$ cat config.mk
export PLATFORM = sky130hd
export DESIGN_NAME = mlp_writeback
export DESIGN_NICKNAME = d
export VERILOG_FILES = /design/src/common/mlp_pkg.sv /design/src/engine/mlp_writeback.sv
export SDC_FILE = /design/constraint.sdc
export NUM_CORES = 1
export LEC_CHECK = 0
export BUFFER_PORTS_ARGS = -buffer_cell sky130_fd_sc_hd__buf_4
export CAP_MARGIN = 20
export CORE_ASPECT_RATIO = 0.75
export CORE_MARGIN = 4
export CORE_UTILIZATION = 39
export CTS_CLUSTER_DIAMETER = 150
export CTS_CLUSTER_SIZE = 24
export DETAILED_ROUTE_END_ITERATION = 12
export PLACE_DENSITY = 0.72
export SLEW_MARGIN = 20
export SYNTH_ARGS = -nofsm -noshare
export SYNTH_HDL_FRONTEND = slang
export SYNTH_SLANG_ARGS = --single-unit
$ cat constraint.sdc
create_clock -name clock -period 2.3 [get_ports clock]
set_clock_uncertainty 0.15 [all_clocks]
set_input_delay 0 -clock clock [delete_from_list [all_inputs] [get_ports clock]]
set_output_delay 0 -clock clock [all_outputs]
set_load 0.01 [all_outputs]
$ cat src/common/mlp_pkg.sv
package mlp_pkg;

  localparam int data_w        = 8;
  localparam int weight_w      = 16;
  localparam int acc_w         = 32;
  localparam int lut_addr_w    = 12;
  localparam int data_addr_w   = 10;
  localparam int weight_addr_w = 12;
  localparam int count_w       = 8;

  // data memory banks, the bank sits above an 8-bit index
  localparam logic [1:0] bank_input  = 2'd0;
  localparam logic [1:0] bank_hidden = 2'd1;
  localparam logic [1:0] bank_output = 2'd2;

  localparam logic [weight_addr_w-1:0] layer_hidden_base = 12'h000;
  localparam logic [weight_addr_w-1:0] layer_output_base = 12'h800;

  // idle cycles between layers so hidden results land before they are read
  localparam int drain_gap = 6;

  localparam logic [3:0] region_regs   = 4'h0;
  localparam logic [3:0] region_data   = 4'h1;
  localparam logic [3:0] region_lut    = 4'h4;
  localparam logic [3:0] region_weight = 4'h8;

  localparam logic [7:0] reg_control = 8'h04;
  localparam logic [7:0] reg_status  = 8'h08;
  localparam logic [7:0] reg_inputs  = 8'h10;
  localparam logic [7:0] reg_hidden  = 8'h14;
  localparam logic [7:0] reg_outputs = 8'h18;

  localparam int ctrl_load_bit  = 0;
  localparam int ctrl_start_bit = 1;

  typedef union packed {
    struct packed {
      logic [3:0] region;
      logic [3:0] unused;
      logic [7:0] offset;
    } regs;
    struct packed {
      logic [3:0] region;
      logic [1:0] bank;
      logic [1:0] pad;
      logic [7:0] index;
    } mem;
  } bus_addr_u;

  typedef struct packed {
    logic [count_w-1:0] num_inputs;
    logic [count_w-1:0] num_hidden;
    logic [count_w-1:0] num_outputs;
  } mlp_cfg_t;

  typedef struct packed {
    logic valid;
    logic first;
    logic last;
    logic layer;
  } elem_tag_t;

  typedef struct packed {
    logic                  valid;
    logic                  layer;
    logic [lut_addr_w-1:0] index;
  } lut_req_t;

  // sized for the widest memory, each memory takes the low bits it needs
  typedef struct packed {
    logic                     we;
    logic [weight_addr_w-1:0] addr;
    logic [weight_w-1:0]      data;
  } ram_wr_t;

endpackage

$ cat src/engine/mlp_writeback.sv
`timescale 1ns/100ps

module mlp_writeback (
  input  logic                       clock,
  input  logic                       rst_n,
  input  logic                       start,
  input  mlp_pkg::lut_req_t          lut_req,
  input  logic [mlp_pkg::data_w-1:0] lut_data,
  input  mlp_pkg::mlp_cfg_t          cfg,
  output mlp_pkg::ram_wr_t           data_wr,
  output logic                       done
);

  mlp_pkg::lut_req_t           req_d;
  logic [mlp_pkg::count_w-1:0] hid_idx;
  logic [mlp_pkg::count_w-1:0] out_idx;

  always_ff @(posedge clock or negedge rst_n) begin
    if (!rst_n) begin
      req_d   <= '0;
      hid_idx <= '0;
      out_idx <= '0;
      done    <= 1'b0;
    end else if (!start) begin
      req_d   <= '0;
      hid_idx <= '0;
      out_idx <= '0;
      done    <= 1'b0;
    end else begin
      // one cycle behind the request so the table value has arrived
      req_d <= lut_req;
      if (req_d.valid && req_d.layer) begin
        out_idx <= out_idx + 1'b1;
        if (out_idx == cfg.num_outputs - 1'b1) begin
          done <= 1'b1;
        end
      end else if (req_d.valid) begin
        hid_idx <= hid_idx + 1'b1;
      end
    end
  end

  always_comb begin
    data_wr.we   = req_d.valid;
    data_wr.addr = req_d.layer ? {2'b0, mlp_pkg::bank_output, out_idx}
                               : {2'b0, mlp_pkg::bank_hidden, hid_idx};
    data_wr.data = {8'b0, lut_data};
  end

endmodule

* Word-level counts from Yosys, hierarchy flattened
Index checks and enable logic that the tools add are counted.
Storage, ports and cells: register bits 19, input bits 49, output and inout bits 30
Operators by class: add/subtract/negate cells 3, equal/unequal tests 5, multiplexer cells 10, reductions and logical operators 3
Operators by type and width (count):
- two-way mux 8 bit | 5
- adder 8 x 1 -> 8 bit (second input constant) | 2
- two-way mux 14 bit | 1
- two-way mux 10 bit | 1
- equality test 8 bit | 1
- subtractor 8 x 1 -> 8 bit (second input constant) | 1
- != test 2 x 1 -> 1 bit (second input constant) | 3
- AND reduction 2 bit | 2
- two-way mux 1 bit | 3
- != test 2 bit (second input constant) | 1
- logical AND 1 bit | 1

* Depth between registers and ports, before layout
Gate-level depths: netlist of the first run.
depth in word-level cells 5, gate-level depth with buffers 6, gate-level depth less buffers 6

* Worst setup path after synthesis of the first run
No wires, ideal clock.
path type reg2reg, start point register req_d[12] (netlist bit), end point register hid_idx[7] (netlist bit), setup time 78 ps, arrival time 1429 ps, required time 2072 ps, path slack 643 ps, cell stages (with the launch flop) 6, buffers on the path 1, cells stage by stage dfrtp_1 buf_6 and4b_1 nand4_2 or3_1 a21boi_1
On the way: cells in the longest elaborated chain, start to end 3
RTL lines:
- from (decl) | line mlp_writeback.sv:14 | mlp_pkg::lut_req_t req_d;
- from (signal assigned) | line mlp_writeback.sv:31 | req_d <= lut_req;
- logical AND 1 bit | line mlp_writeback.sv:32 | if (req_d.valid && req_d.layer) begin
- != test 2 bit (no source line)
- AND reduction 2 bit (no source line)
- to (signal assigned) | line mlp_writeback.sv:38 | hid_idx <= hid_idx + 1'b1;
- to (decl) | line mlp_writeback.sv:15 | logic [mlp_pkg::count_w-1:0] hid_idx;
No other way between the ends. A chain may end at the register's enable or synchronous reset.

* Final worst setup path of the first run
Ends and elaborated chain as after synthesis.

==> metrics, run 1 <==
status completed; area share of the largest cell type after synthesis 34.48%; most frequently used flop master after synthesis sky130_fd_sc_hd__dfrtp_1; count of buffering cells on the critical path with inverters included 0; proportion of power drawn by flip-flops and latches approximately 50%; portion of total power attributed to the clock network 33.3%; setup tns final 0 ns; total via count in the routed design 1,076; Final Worst Setup Slack 0.5819 ns; power density of the placed cells 413.9 mW/mm²; Final Hold Fails 0; Antenna Cells 0; count of TritonRoute iterations in the first routing pass 4; total global-route track usage 13.43%; FP Rows 18; Post-CTS Resized 0; Max Clk Rate 582.0 MHz; family of cells with the greatest summed delay on the critical path simple AND/OR/NAND/NOR gates; Crit Path Max Fanout 9; peak per-stage delay on the critical path approximately 0.46 ns; leading post-synthesis cells by instance count sky130_fd_sc_hd__dfrtp_1 (19), sky130_fd_sc_hd__buf_4 (18), sky130_fd_sc_hd__xnor2_1 (17), sky130_fd_sc_hd__and2_1 (12); met1 routing resource usage after global routing 17.70%; total die area 0.004561 mm²; met3 track demand over resource in global routing 4.711%; Remaining Overflow, GRT 0; number of synthesized flops with an enable pin 0; library cell with the largest summed area after synthesis sky130_fd_sc_hd__dfrtp_1; worst-case hold slack 0.004334 ns; cts-stage hold buffer count 14; setup fix buffers added after clock tree synthesis 0; asr flop ratio synth 100.0%; Internal Dissipation between 0.0005 and 0.0006 W; gate count after technology mapping 145; number of global-route vias before repair 1,028; Pins Over Slew Limit 0; starting density of the core between 40% and 50%; nature of the critical path endpoint flop; cell with the most instances after synthesis sky130_fd_sc_hd__dfrtp_1; total length of routed wires 2.902 mm; cell chosen for the clock root sky130_fd_sc_hd__clkbuf_8; first-pass GRT wire length 4.940 mm; combinational group share of total power 16.8%; number of nets in the layout 228; largest cells by area after synthesis sky130_fd_sc_hd__dfrtp_1 (34%), sky130_fd_sc_hd__xnor2_1 (11%), sky130_fd_sc_hd__buf_4 (9.8%); number of antenna violations at the first check in global routing 0; fin crit period 1.718 ns; highest ir drop seen on vdd 274.4 µV; worst slew margin relative to its limit 63.39%; grt met2 use a little over a fifth; synthesized cell area 0.001379 mm²; number of setup violations in the final report 0; number of design rule violations left after detail routing 0; routed wire length per instance 13.50 µm; sort of element at the start of the critical path flop; TritonCTS clock tree yes; Setup Crit Path Kind reg2reg; remaining number of nets flagged by the antenna check after routing 0; Std-Cell Core Area 0.003333 mm²; Most Used Layer, Global Route met2; clock slew at reported path FFs 0.07 ns; Die Y-Extent 59.50 µm; clock latency reported for the late side of the worst-skew pair 0.25 ns; I/O pin count 79; number of buffers added on ports 24; Mean Syn Cell Area 9.509 µm²; largest net degree at the start of global routing 21; TritonCTS Buffers 3; RSZ-0062 raised after global routing no; gpl congestion 0.7282; via-per-instance ratio 5.005; portion of the post-synthesis area used by sequential elements approximately a third; placement-stage worst setup slack 0.5929 ns; count of unique library cells instantiated by Yosys 32; cells along the critical path and4b_1, nand4_2, or3_1, a21boi_1; die span in x 76.66 µm; worst hold-check path type in2async; layout overhead on the synthesized area 21.78%; DP Wirelength 2.125 mm; Maximum Capacitance Violations 0; count of clock tree sinks 19; total power of the final layout 0.0006950 W; leakage power 0.7840 nW; share of cells above drive strength 1 22.29%; Worst Max-Slew Pin Slew 0.5449 ns; switching power between 0.00015 and 0.0002 W; Clock H-tree levels 1; number of warnings printed during yosys synthesis 0; worst-path cell with the longest stage delay sky130_fd_sc_hd__dfrtp_1; DRT iter0 DRCs 49; final clock period utilization by the worst path 74.70%; Crit path required time 2.33 ns; Switching Fraction 25.37%; FILL cells 313; number of buffers on the longest clock path 2; flip-flop and latch count after synthesis 19; arrival time of data at the critical path endpoint about 1.8 ns
==> power groups by stage <==
| stage | clock, W | combinational, W | sequential [W] |
|---|---|---|---|
| 6_report | 0.000231 | 0.000117 | 0.000347 |
| 5_1_grt | 0.000253 | 0.000129 | 0.000348 |
| 4_1_cts | 0.000239 | 0.000118 | 0.000347 |
| 3_5_place_dp | 0 | 0.0000937 | 0.000353 |
| 3_3_place_gp | 0 | 0.0000891 | 0.000353 |
| 2_1_floorplan | 0 | 0.0000807 | 0.000351 |
==> worst reg2reg max path: stages (launching register included) <==
cell and delay [ns]:
sky130_fd_sc_hd__dfrtp_1 0.46, sky130_fd_sc_hd__and4b_1 0.37, sky130_fd_sc_hd__nand4_2 0.16, sky130_fd_sc_hd__or3_1 0.37
sky130_fd_sc_hd__a21boi_1 0.14
==> through the flow <==
stage | area, µm² | instances | util (%)
detailed placement | 1493 | 197 | 44.78
floorplan | 1413 | 154 | -
CTS | 1679 | 215 | 50.38
global placement | 1493 | 197 | 44.78
global route | 1679 | 215 | 50.38
finish | 1679 | 215 | 50.38
==> area by class of cell <==
class	instances	area (µm²)	area share [%]
multi-input cells	108	760.7	45.31
flip-flops and latches	19	475.5	28.32
repair buffers	39	327.8	19.52
well taps	40	50.05	2.981
clock buffers	3	41.29	2.459
inverters	5	18.77	1.118
clock inverters	1	5.005	0.2981
==> sequential cells by signal, summed over array words and instances (netlist names) <==
register / flops
data_wr: 1
out_idx: 8
req_d: 1
hid_idx: 8
done: 1
==> path summary, 6_finish.rpt <==
kind                                startpoint                     end  slack [ns]  cells past startpoint
setup reg to reg           req_d[12]$_DFF_PN0_  hid_idx[7]$_DFFE_PN0P_        0.58                      4
hold / removal                           rst_n  hid_idx[2]$_DFFE_PN0P_       0.004                      2
min in group clock                      cfg[6]        done$_DFFE_PN0P_        0.11                      4
setup / recovery           req_d[12]$_DFF_PN0_  hid_idx[7]$_DFFE_PN0P_        0.58                      4
hold reg to reg               done$_DFFE_PN0P_        done$_DFFE_PN0P_        0.35                      1
max in group asynchronous                rst_n     req_d[12]$_DFF_PN0_        1.79                      2
==> layer usage <==
layer	share of wire (%)	wire (µm)
met1	47	1351
met2	46	1339
met3	6.6	191
met4	0.65	19
met5	0	0
==> cells in the final DEF (no fill, tap or decap), drive strengths merged <==
cell         instances
buf                 25
dfrtp               19
xnor2               17
dlygate4sd3         14
and2                12
conb                10
mux2                 8
nand2                8
nand4                8
xor2                 6
inv                  5
nand3                5
nor2b                4
a21boi               4
o21ai                3
or3                  3
nor3                 3
ha                   3
clkbuf               3
nor4                 2
nor2                 2
nor3b                2
and4b                1
mux2i                1
and3                 1
nand3b               1
or2                  1
a221o                1
and3b                1
a32o                 1
clkinv               1
==> cells by family after synthesis <==
family                   after synthesis  synth area share (%)
AND/OR/NAND/NOR                       54                 23.14
buffers and inverters                 27                 12.79
XOR/XNOR                              23                 14.61
flip-flops                            19                 34.48
AO/OA/AOI/OAI                          9                 4.719
multiplexers                           9                 7.260
adder cells (fa/ha/maj)                3                 2.723
other                                  1                0.2720
Power figures use the tool's default switching activity.
==> inputs of run 2 (changes only) <==
Settings changed: ABC_AREA set to 1, PLACE_DENSITY 0.72 to 0.74.
Clock period 2.3 ns to 1.4 ns, I/O delays scaled along.
==> run 2 against run 1 <==
Net effect: the flow now finishes with violations (negative hold slack, negative setup slack); worst hold slack got worse by 0.0064 ns; wire length rose by 23%; largest power group unchanged; largest cell class unchanged; total power up 82%; core utilization rose by 3.6 points; count of clock-buffer cells in the layout rose by 1; die area up 7.6%; sequential power is 67% higher; highest routed layer unchanged.
==> metrics, run 2 <==
status finished, violations left; failing checks negative hold slack, negative setup slack; nature of the critical path endpoint output port; Crit Path Max Fanout 11 (+2); cell chosen for the clock root sky130_fd_sc_hd__clkbuf_8; worst-case hold slack -0.002104 ns (-0.006438 ns); DRT iter0 DRCs 66 (+35%); met3 layer wire length in the routed design 237 µm (+24%); Max Clk Rate 711.9 MHz; family of cells with the greatest summed delay on the critical path flip-flops; Mean Syn Cell Area 6.972 µm² (-27%); arithmetic-cell share of the synthesized area counting full adders, half adders and majority gates 2.504% (-0.22 points); multiplexer share of the synthesized area 0% (-7.3 points); total global-route track usage 14.47% (+1.0 points); number of buffers on the longest clock path 2 (unchanged); Std-Cell Core Area 0.003685 mm² (+11%); count of placed standard cells in the final layout, fillers left out 310 (+44%); RSZ-0062 raised after global routing yes; Remaining Overflow, GRT 0 (unchanged); multi-input logic area 840.8 µm² (+11%); gate count after technology mapping 215 (+48%); count of clock tree sinks 19 (unchanged); total via count in the routed design 1,464 (+36%); layout overhead on the synthesized area 32.64%; TritonCTS Buffers 3 (unchanged); peak per-stage delay on the critical path 0.47 ns (about the same); flip-flop and latch area 483.0 µm² (+1.6%); Final Worst Setup Slack -0.004692 ns (-0.5866 ns); Pins Over Slew Limit 0 (unchanged); leading post-synthesis cells by instance count sky130_fd_sc_hd__nand2_1 (51), sky130_fd_sc_hd__inv_1 (29), sky130_fd_sc_hd__dfrtp_1 (19), sky130_fd_sc_hd__buf_4 (18), sky130_fd_sc_hd__nor2_1 (18); FP Rows 19 (+1); FILL cells 347 (+11%); TritonCTS clock tree yes; count of TritonRoute iterations in the first routing pass 4 (unchanged); setup slack of the worst register-to-register path -0.005 ns (-0.59 ns); first-pass GRT wire length 5.589 mm (+13%); worst hold-check path type in2async; DP Wirelength 2.568 mm (+21%); cell mode on critical path sky130_fd_sc_hd__buf_4; routed wire length per instance 11.55 µm (-14%); Antenna Cells 0 (unchanged); share of synthesized cell area in and, or, nand and nor gates 32.80% (+9.7 points); clock latency reported for the late side of the worst-skew pair 0.26 ns (about the same); largest cells by area after synthesis sky130_fd_sc_hd__dfrtp_1 (32%), sky130_fd_sc_hd__nand2_1 (13%), sky130_fd_sc_hd__buf_4 (9.0%); number of warnings printed during yosys synthesis 0 (unchanged); highest ir drop seen on vdd 513.6 µV (+87%); library cell with the largest summed area after synthesis sky130_fd_sc_hd__dfrtp_1; cell with the most instances after synthesis sky130_fd_sc_hd__nand2_1; total length of routed wires 3.580 mm (+23%); number of design rule violations left after detail routing 0 (unchanged); number of antenna violations at the first check in global routing 0 (unchanged); remaining number of nets flagged by the antenna check after routing 0 (unchanged); complex-gate fraction of the synthesized area 11.77% (+7.1 points); number of synthesized flops with an enable pin 0 (unchanged); via-per-instance ratio 4.723 (-5.6%); share of the core filled with cells in the final layout 53.96% (+3.6 points); synthesized cell area 0.001499 mm² (+8.7%); combinational family with the most area after synthesis simple AND/OR/NAND/NOR gates; Setup Crit Path Kind reg2out; number of global-route vias before repair 1,236 (+20%); number of setup violations in the final report 3 (+3); power density of the placed cells 635.4 mW/mm² (+54%); flip-flop and latch count after synthesis 19 (unchanged); Placed Cells incl. Taps 289 (+47%); area share of the largest cell type after synthesis 31.72% (-2.8 points); arrival time of data at the critical path endpoint 1.25 ns (-0.50 ns); most common cell after layout, fill and taps aside sky130_fd_sc_hd__nand2_1; worst-path cell with the longest stage delay sky130_fd_sc_hd__dfrtp_2; gpl congestion 0.8365 (+15%); portion of the post-synthesis area used by sequential elements 31.72% (-2.8 points); cells along the critical path buf_4, o21ai_0, buf_4; Clock H-tree levels 1 (unchanged); fin crit period 1.405 ns; length of routed met2 wiring 1.667 mm (+24%); Die Y-Extent 61.69 µm (+3.7%); Top Registers hid_idx (8), out_idx (8); clock slew at reported path FFs 0.07 ns (about the same); commonest cells after routing, fill and taps aside sky130_fd_sc_hd__nand2_1 (49), sky130_fd_sc_hd__buf_4 (36), sky130_fd_sc_hd__inv_1 (27), sky130_fd_sc_hd__nor2_1 (17), sky130_fd_sc_hd__dlygate4sd3_1 (14); xor-xnor portion of the synthesized cell area 1.753% (-13 points); share of cells above drive strength 1 30.23% (+7.9 points); I/O pin count 79 (unchanged); sort of element at the start of the critical path flop; length of routed wiring on met1 1.660 mm (+23%); most frequently used flop master after synthesis sky130_fd_sc_hd__dfrtp_1; final clock period utilization by the worst path 100.3%; largest net degree at the start of global routing 20 (-4.8%); die span in x 79.59 µm (+3.8%); count of buffering cells on the critical path with inverters included 2 (+2); total die area 0.004910 mm² (+7.6%); Maximum Capacitance Violations 0 (unchanged); Final Hold Fails 5 (+5); asr flop ratio synth 100.0% (unchanged); setup tns final -0.008656 ns (-0.008656 ns); Crit path required time 1.25 ns (-1.08 ns); leakage power 0.9923 nW (+27%); number of buffers added on ports 24 (unchanged); number of nets in the layout 311 (+36%); total power of the final layout 0.001263 W (+82%); placement-stage worst setup slack -0.05121 ns (-0.6442 ns); DR top layer met4; starting density of the core 40.68% (-0.69 points); count of unique library cells instantiated by Yosys 32 (unchanged)
## run 2: cell types whose count changed after synthesis, moves of 5 or more
| cell | change |
|---|---|
| sky130_fd_sc_hd__inv_1 | +24 |
| sky130_fd_sc_hd__nand2_1 | +43 |
| sky130_fd_sc_hd__o21ai_0 | +13 |
| sky130_fd_sc_hd__xor2_1 | -5 |
| sky130_fd_sc_hd__nand4_1 | -6 |
| sky130_fd_sc_hd__xnor2_1 | -15 |
| sky130_fd_sc_hd__and2_1 | -12 |
| sky130_fd_sc_hd__nor2_1 | +16 |
| sky130_fd_sc_hd__mux2_2 | -8 |
| sky130_fd_sc_hd__a21oi_1 | +8 |
| sky130_fd_sc_hd__nand3_1 | +8 |
## run 2: per-layer routing
metal  up-vias  global-route usage [%]
met4         0                  0.7353
met1       682                   19.52
met5         -                       0
met3         2                   4.611
li1        744                       -
met2        36                   24.26
## run 2: power breakdown
| part | internal, W | switching [W] | total (W) |
|---|---|---|---|
| logic | 0.000127 | 0.000161 | 0.000289 |
| clock network | 0.000203 | 0.000193 | 0.000396 |
| registers | 0.000563 | 0.0000158 | 0.000579 |
## run 2: area by class of cell
| class | instances | share of cell area (%) |
|---|---|---|
| multi-input cells | 150 | 42.29 |
| well taps | 52 | 3.272 |
| flip-flops and latches | 19 | 24.29 |
| clock buffers | 4 | 2.266 |
| inverters | 34 | 6.671 |
| repair buffers | 51 | 21.21 |
## run 2: what timing repair did
action | CTS | global route
pin swaps | 1 | 11
resized for setup | 7 | 25
endpoints found under the setup margin | 11 | 21
buffers inserted | 1 | 2
hold endpoints to repair | 39 | 0
hold buffers | 14 | 0
## run 2: kinds of logic (layout without fill, tap and decap cells)
kind of cell | Yosys count | count (layout)
and+or+nand+nor | 102 | 102
buffers and inverters | 55 | 89
AOI/OAI and AO/OA | 32 | 32
DFF | 19 | 19
adders and majority gates | 3 | 3
xor gates and xnor gates | 3 | 3
other | 1 | 10
## run 2: through the flow
step | instance area, µm² | hold slack (ns)
CTS | 1902 | 0.01883
global placement | 1698 | -0.2616
finish | 1988 | -0.002104
floorplan | 1533 | -0.4456
global route | 1988 | 0.02894
detailed placement | 1698 | -0.2568
## run 2: worst paths after layout
kind / end / cells after the start / from
setup / recovery: data_wr[19] / 3 / req_d[12]$_DFF_PN0_
hold / removal: hid_idx[5]$_DFFE_PN0P_ / 2 / rst_n
setup reg to reg: done$_DFFE_PN0P_ / 8 / data_wr[28]$_DFF_PN0_
hold reg to reg: hid_idx[4]$_DFFE_PN0P_ / 1 / hid_idx[2]$_DFFE_PN0P_
max in group asynchronous: out_idx[0]$_DFFE_PN0P_ / 2 / rst_n
min in group clock: done$_DFFE_PN0P_ / 8 / cfg[5]
==> inputs of run 3 (changes only) <==
==> constraint.sdc (replaced) <==
create_clock -name clock -period 1.4 [get_ports clock]
set_clock_uncertainty 0.15 [all_clocks]
set_input_delay 0.21 -clock clock [delete_from_list [all_inputs] [get_ports clock]]
set_output_delay 0.21 -clock clock [all_outputs]
set_load 0.01 [all_outputs]
==> run 3 against run 2 <==
Net effect: the flow finishes with violations (negative setup slack); die area stayed put; clock power is 2% higher; combinational power is 4% lower; non-clock buffer count is 3 lower; final cell count is 0.97% lower; largest cell class unchanged; worst setup slack worse by 0.12 ns.
==> metrics, run 3 (synthesis results as in run 2) <==
status finished, violations left; failing checks negative setup slack; sort of element at the start of the critical path flop; Die Y-Extent 61.69 µm (unchanged); share of cells above drive strength 1 40.00% (+9.8 points); count of TritonRoute iterations in the first routing pass 5 (+1); Crit Path Max Fanout 5 (-6); RSZ-0062 raised after global routing yes; layout overhead on the synthesized area 35.73%; Maximum Capacitance Violations 0 (unchanged); starting density of the core 40.68% (unchanged); Std-Cell Core Area 0.003685 mm² (unchanged); commonest cells after routing, fill and taps aside sky130_fd_sc_hd__nand2_1 (43), sky130_fd_sc_hd__buf_4 (38), sky130_fd_sc_hd__inv_1 (29), sky130_fd_sc_hd__dfrtp_1 (15), sky130_fd_sc_hd__nor2_1 (14); power density of the placed cells 616.2 mW/mm² (-3.0%); portion of total power attributed to the clock network 32.1% (+0.7 points); number of nets in the layout 308 (-0.96%); clock slew at reported path FFs 0.08 ns (about the same); final clock period utilization by the worst path 109.0% (+8.7 points); Crit path required time 1.04 ns (-0.21 ns); TritonCTS Buffers 3 (unchanged); Remaining Overflow, GRT 0 (unchanged); Final Worst Setup Slack -0.1260 ns (-0.1213 ns); nature of the critical path endpoint output port; Top Registers hid_idx (8), out_idx (8); total length of routed wires 3.633 mm (+1.5%); via-per-instance ratio 4.658 (-1.4%); I/O pin count 79 (unchanged); area of all placed cells without fillers 0.002034 mm² (+2.3%); DRT iter0 DRCs 72 (+9.1%); most common cell after layout, fill and taps aside sky130_fd_sc_hd__nand2_1; first-pass GRT wire length 5.554 mm (-0.63%); Critical R2R Launch req_d[12]$_DFF_PN0_; total die area 0.004910 mm² (unchanged); die span in x 79.59 µm (unchanged); highest ir drop seen on vdd 521.3 µV (+1.5%); Internal Dissipation 0.0008787 W (-1.6%); DP Wirelength 2.597 mm (+1.1%); cell chosen for the clock root sky130_fd_sc_hd__clkbuf_8; FILL cells 343 (-1.2%); number of setup violations in the final report 14 (+11); switching power 0.0003749 W (+1.3%); routed wire length per instance 11.83 µm (+2.5%); FP Rows 19 (unchanged); largest net degree at the start of global routing 20 (unchanged); setup slack of the worst register-to-register path -0.06 ns (-0.06 ns); Setup Crit Path Kind reg2out; share of the core filled with cells in the final layout 55.21% (+1.3 points); proportion of power drawn by flip-flops and latches 45.9% (about the same); number of design rule violations left after detail routing 0 (unchanged); total via count in the routed design 1,430 (-2.3%); placed cell area 0.001763 mm² (+3.8%); Final Hold Fails 0 (-5); arrival time of data at the critical path endpoint 1.17 ns (-0.08 ns); fin crit period 1.526 ns (+0.1213 ns); Antenna Cells 0 (unchanged); combinational group share of total power 22.1% (-0.7 points); worst hold-check path type in2reg; leakage power 1.046 nW (+5.4%); Worst Setup SP req_d[12]$_DFF_PN0_; clock latency reported for the late side of the worst-skew pair 0.26 ns (about the same); number of global-route vias before repair 1,245 (+0.73%); Max Clk Rate 655.3 MHz (-7.9%); Pins Over Slew Limit 0 (unchanged); Clock H-tree levels 1 (unchanged); number of buffers added on ports 24 (unchanged); total global-route track usage 14.65% (+0.18 points); Switching Fraction 29.91% (+0.62 points); number of antenna violations at the first check in global routing 0 (unchanged); remaining number of nets flagged by the antenna check after routing 0 (unchanged); TritonCTS clock tree yes; count of clock tree sinks 19 (unchanged); gpl congestion 0.8515 (+1.8%); number of buffers on the longest clock path 2 (unchanged); hold path start start
run 3: cell count changes in the layout (fill, tap and decap cells not counted), sizes merged:
cell / before / now
dlygate4sd3: 14 / 3
buf: 37 / 45
clkbuf: 4 / 3
inv: 33 / 34
run 3: final timing paths:
| check | endpoint | cells after the start |
|---|---|---|
| max | data_wr[19] | 5 |
| min in group asynchronous | hid_idx[7]$_DFFE_PN0P_ | 2 |
| max reg2reg | out_idx[7]$_DFFE_PN0P_ | 6 |
| max in group asynchronous | data_wr[28]$_DFF_PN0_ | 2 |
| min reg2reg | hid_idx[4]$_DFFE_PN0P_ | 1 |
| min | data_wr[28]$_DFF_PN0_ | 3 |
run 3: metal layers:
metal	up-vias	part of all wire (%)	global-route usage (%)
li1	734	-	-
met2	32	46	23.07
met5	-	0	0
met4	0	0.47	2.696
met3	3	5.8	4.611
met1	661	48	20.20
run 3: what timing repair did:
item,CTS,global route
gates cloned,1,0
gates resized for setup,30,26
buffers inserted,1,2
endpoints found under the hold margin,21,0
setup endpoints to repair,17,27
pin swaps,5,6
hold buffers,3,0
run 3: per-stage QoR:
step	worst slack (ns)	TNS, ns	power, W	cells	hold slack [ns]
2_1_floorplan	-0.002820	-0.008460	0.0007555	224	-0.2356
3_3_place_gp	-0.1329	-0.1855	0.0008203	296	-0.05160
3_5_place_dp	-0.2127	-0.3080	0.0008256	296	-0.04629
4_1_cts	-0.1543	-1.173	0.001249	305	0.09061
5_1_grt	-0.1872	-2.413	0.001323	307	0.1095
6_report	-0.1260	-1.079	0.001254	307	0.09454
run 3: final cells by class:
type | instances | area, µm² | share of cell area, %
Inverter | 34 | 132.6 | 6.519
Clock buffer | 3 | 41.29 | 2.030
Multi-Input combinational cell | 150 | 907.1 | 44.59
Sequential cell | 19 | 480.5 | 23.62
Tap cell | 52 | 65.06 | 3.198
Clock inverter | 1 | 5.005 | 0.2460
Timing Repair Buffer | 48 | 402.9 | 19.80
run 3: critical path, cell delays in order, from the launching register on:
cell and delay [ns]:
sky130_fd_sc_hd__dfrtp_1 0.39, sky130_fd_sc_hd__buf_6 0.14, sky130_fd_sc_hd__buf_6 0.13, sky130_fd_sc_hd__nand2_2 0.05, sky130_fd_sc_hd__o21ai_2 0.05, sky130_fd_sc_hd__buf_4 0.14
run 3: power by group through the flow:
stage                     Sequential [W]  Combinational [W]  Clock [W]
after global routing            0.000577           0.000310   0.000435
final                           0.000575           0.000277   0.000402
after global placement          0.000583           0.000237          0
after floorplan                 0.000583           0.000172          0
after detailed placement        0.000584           0.000242          0
after CTS                       0.000573           0.000265   0.000411
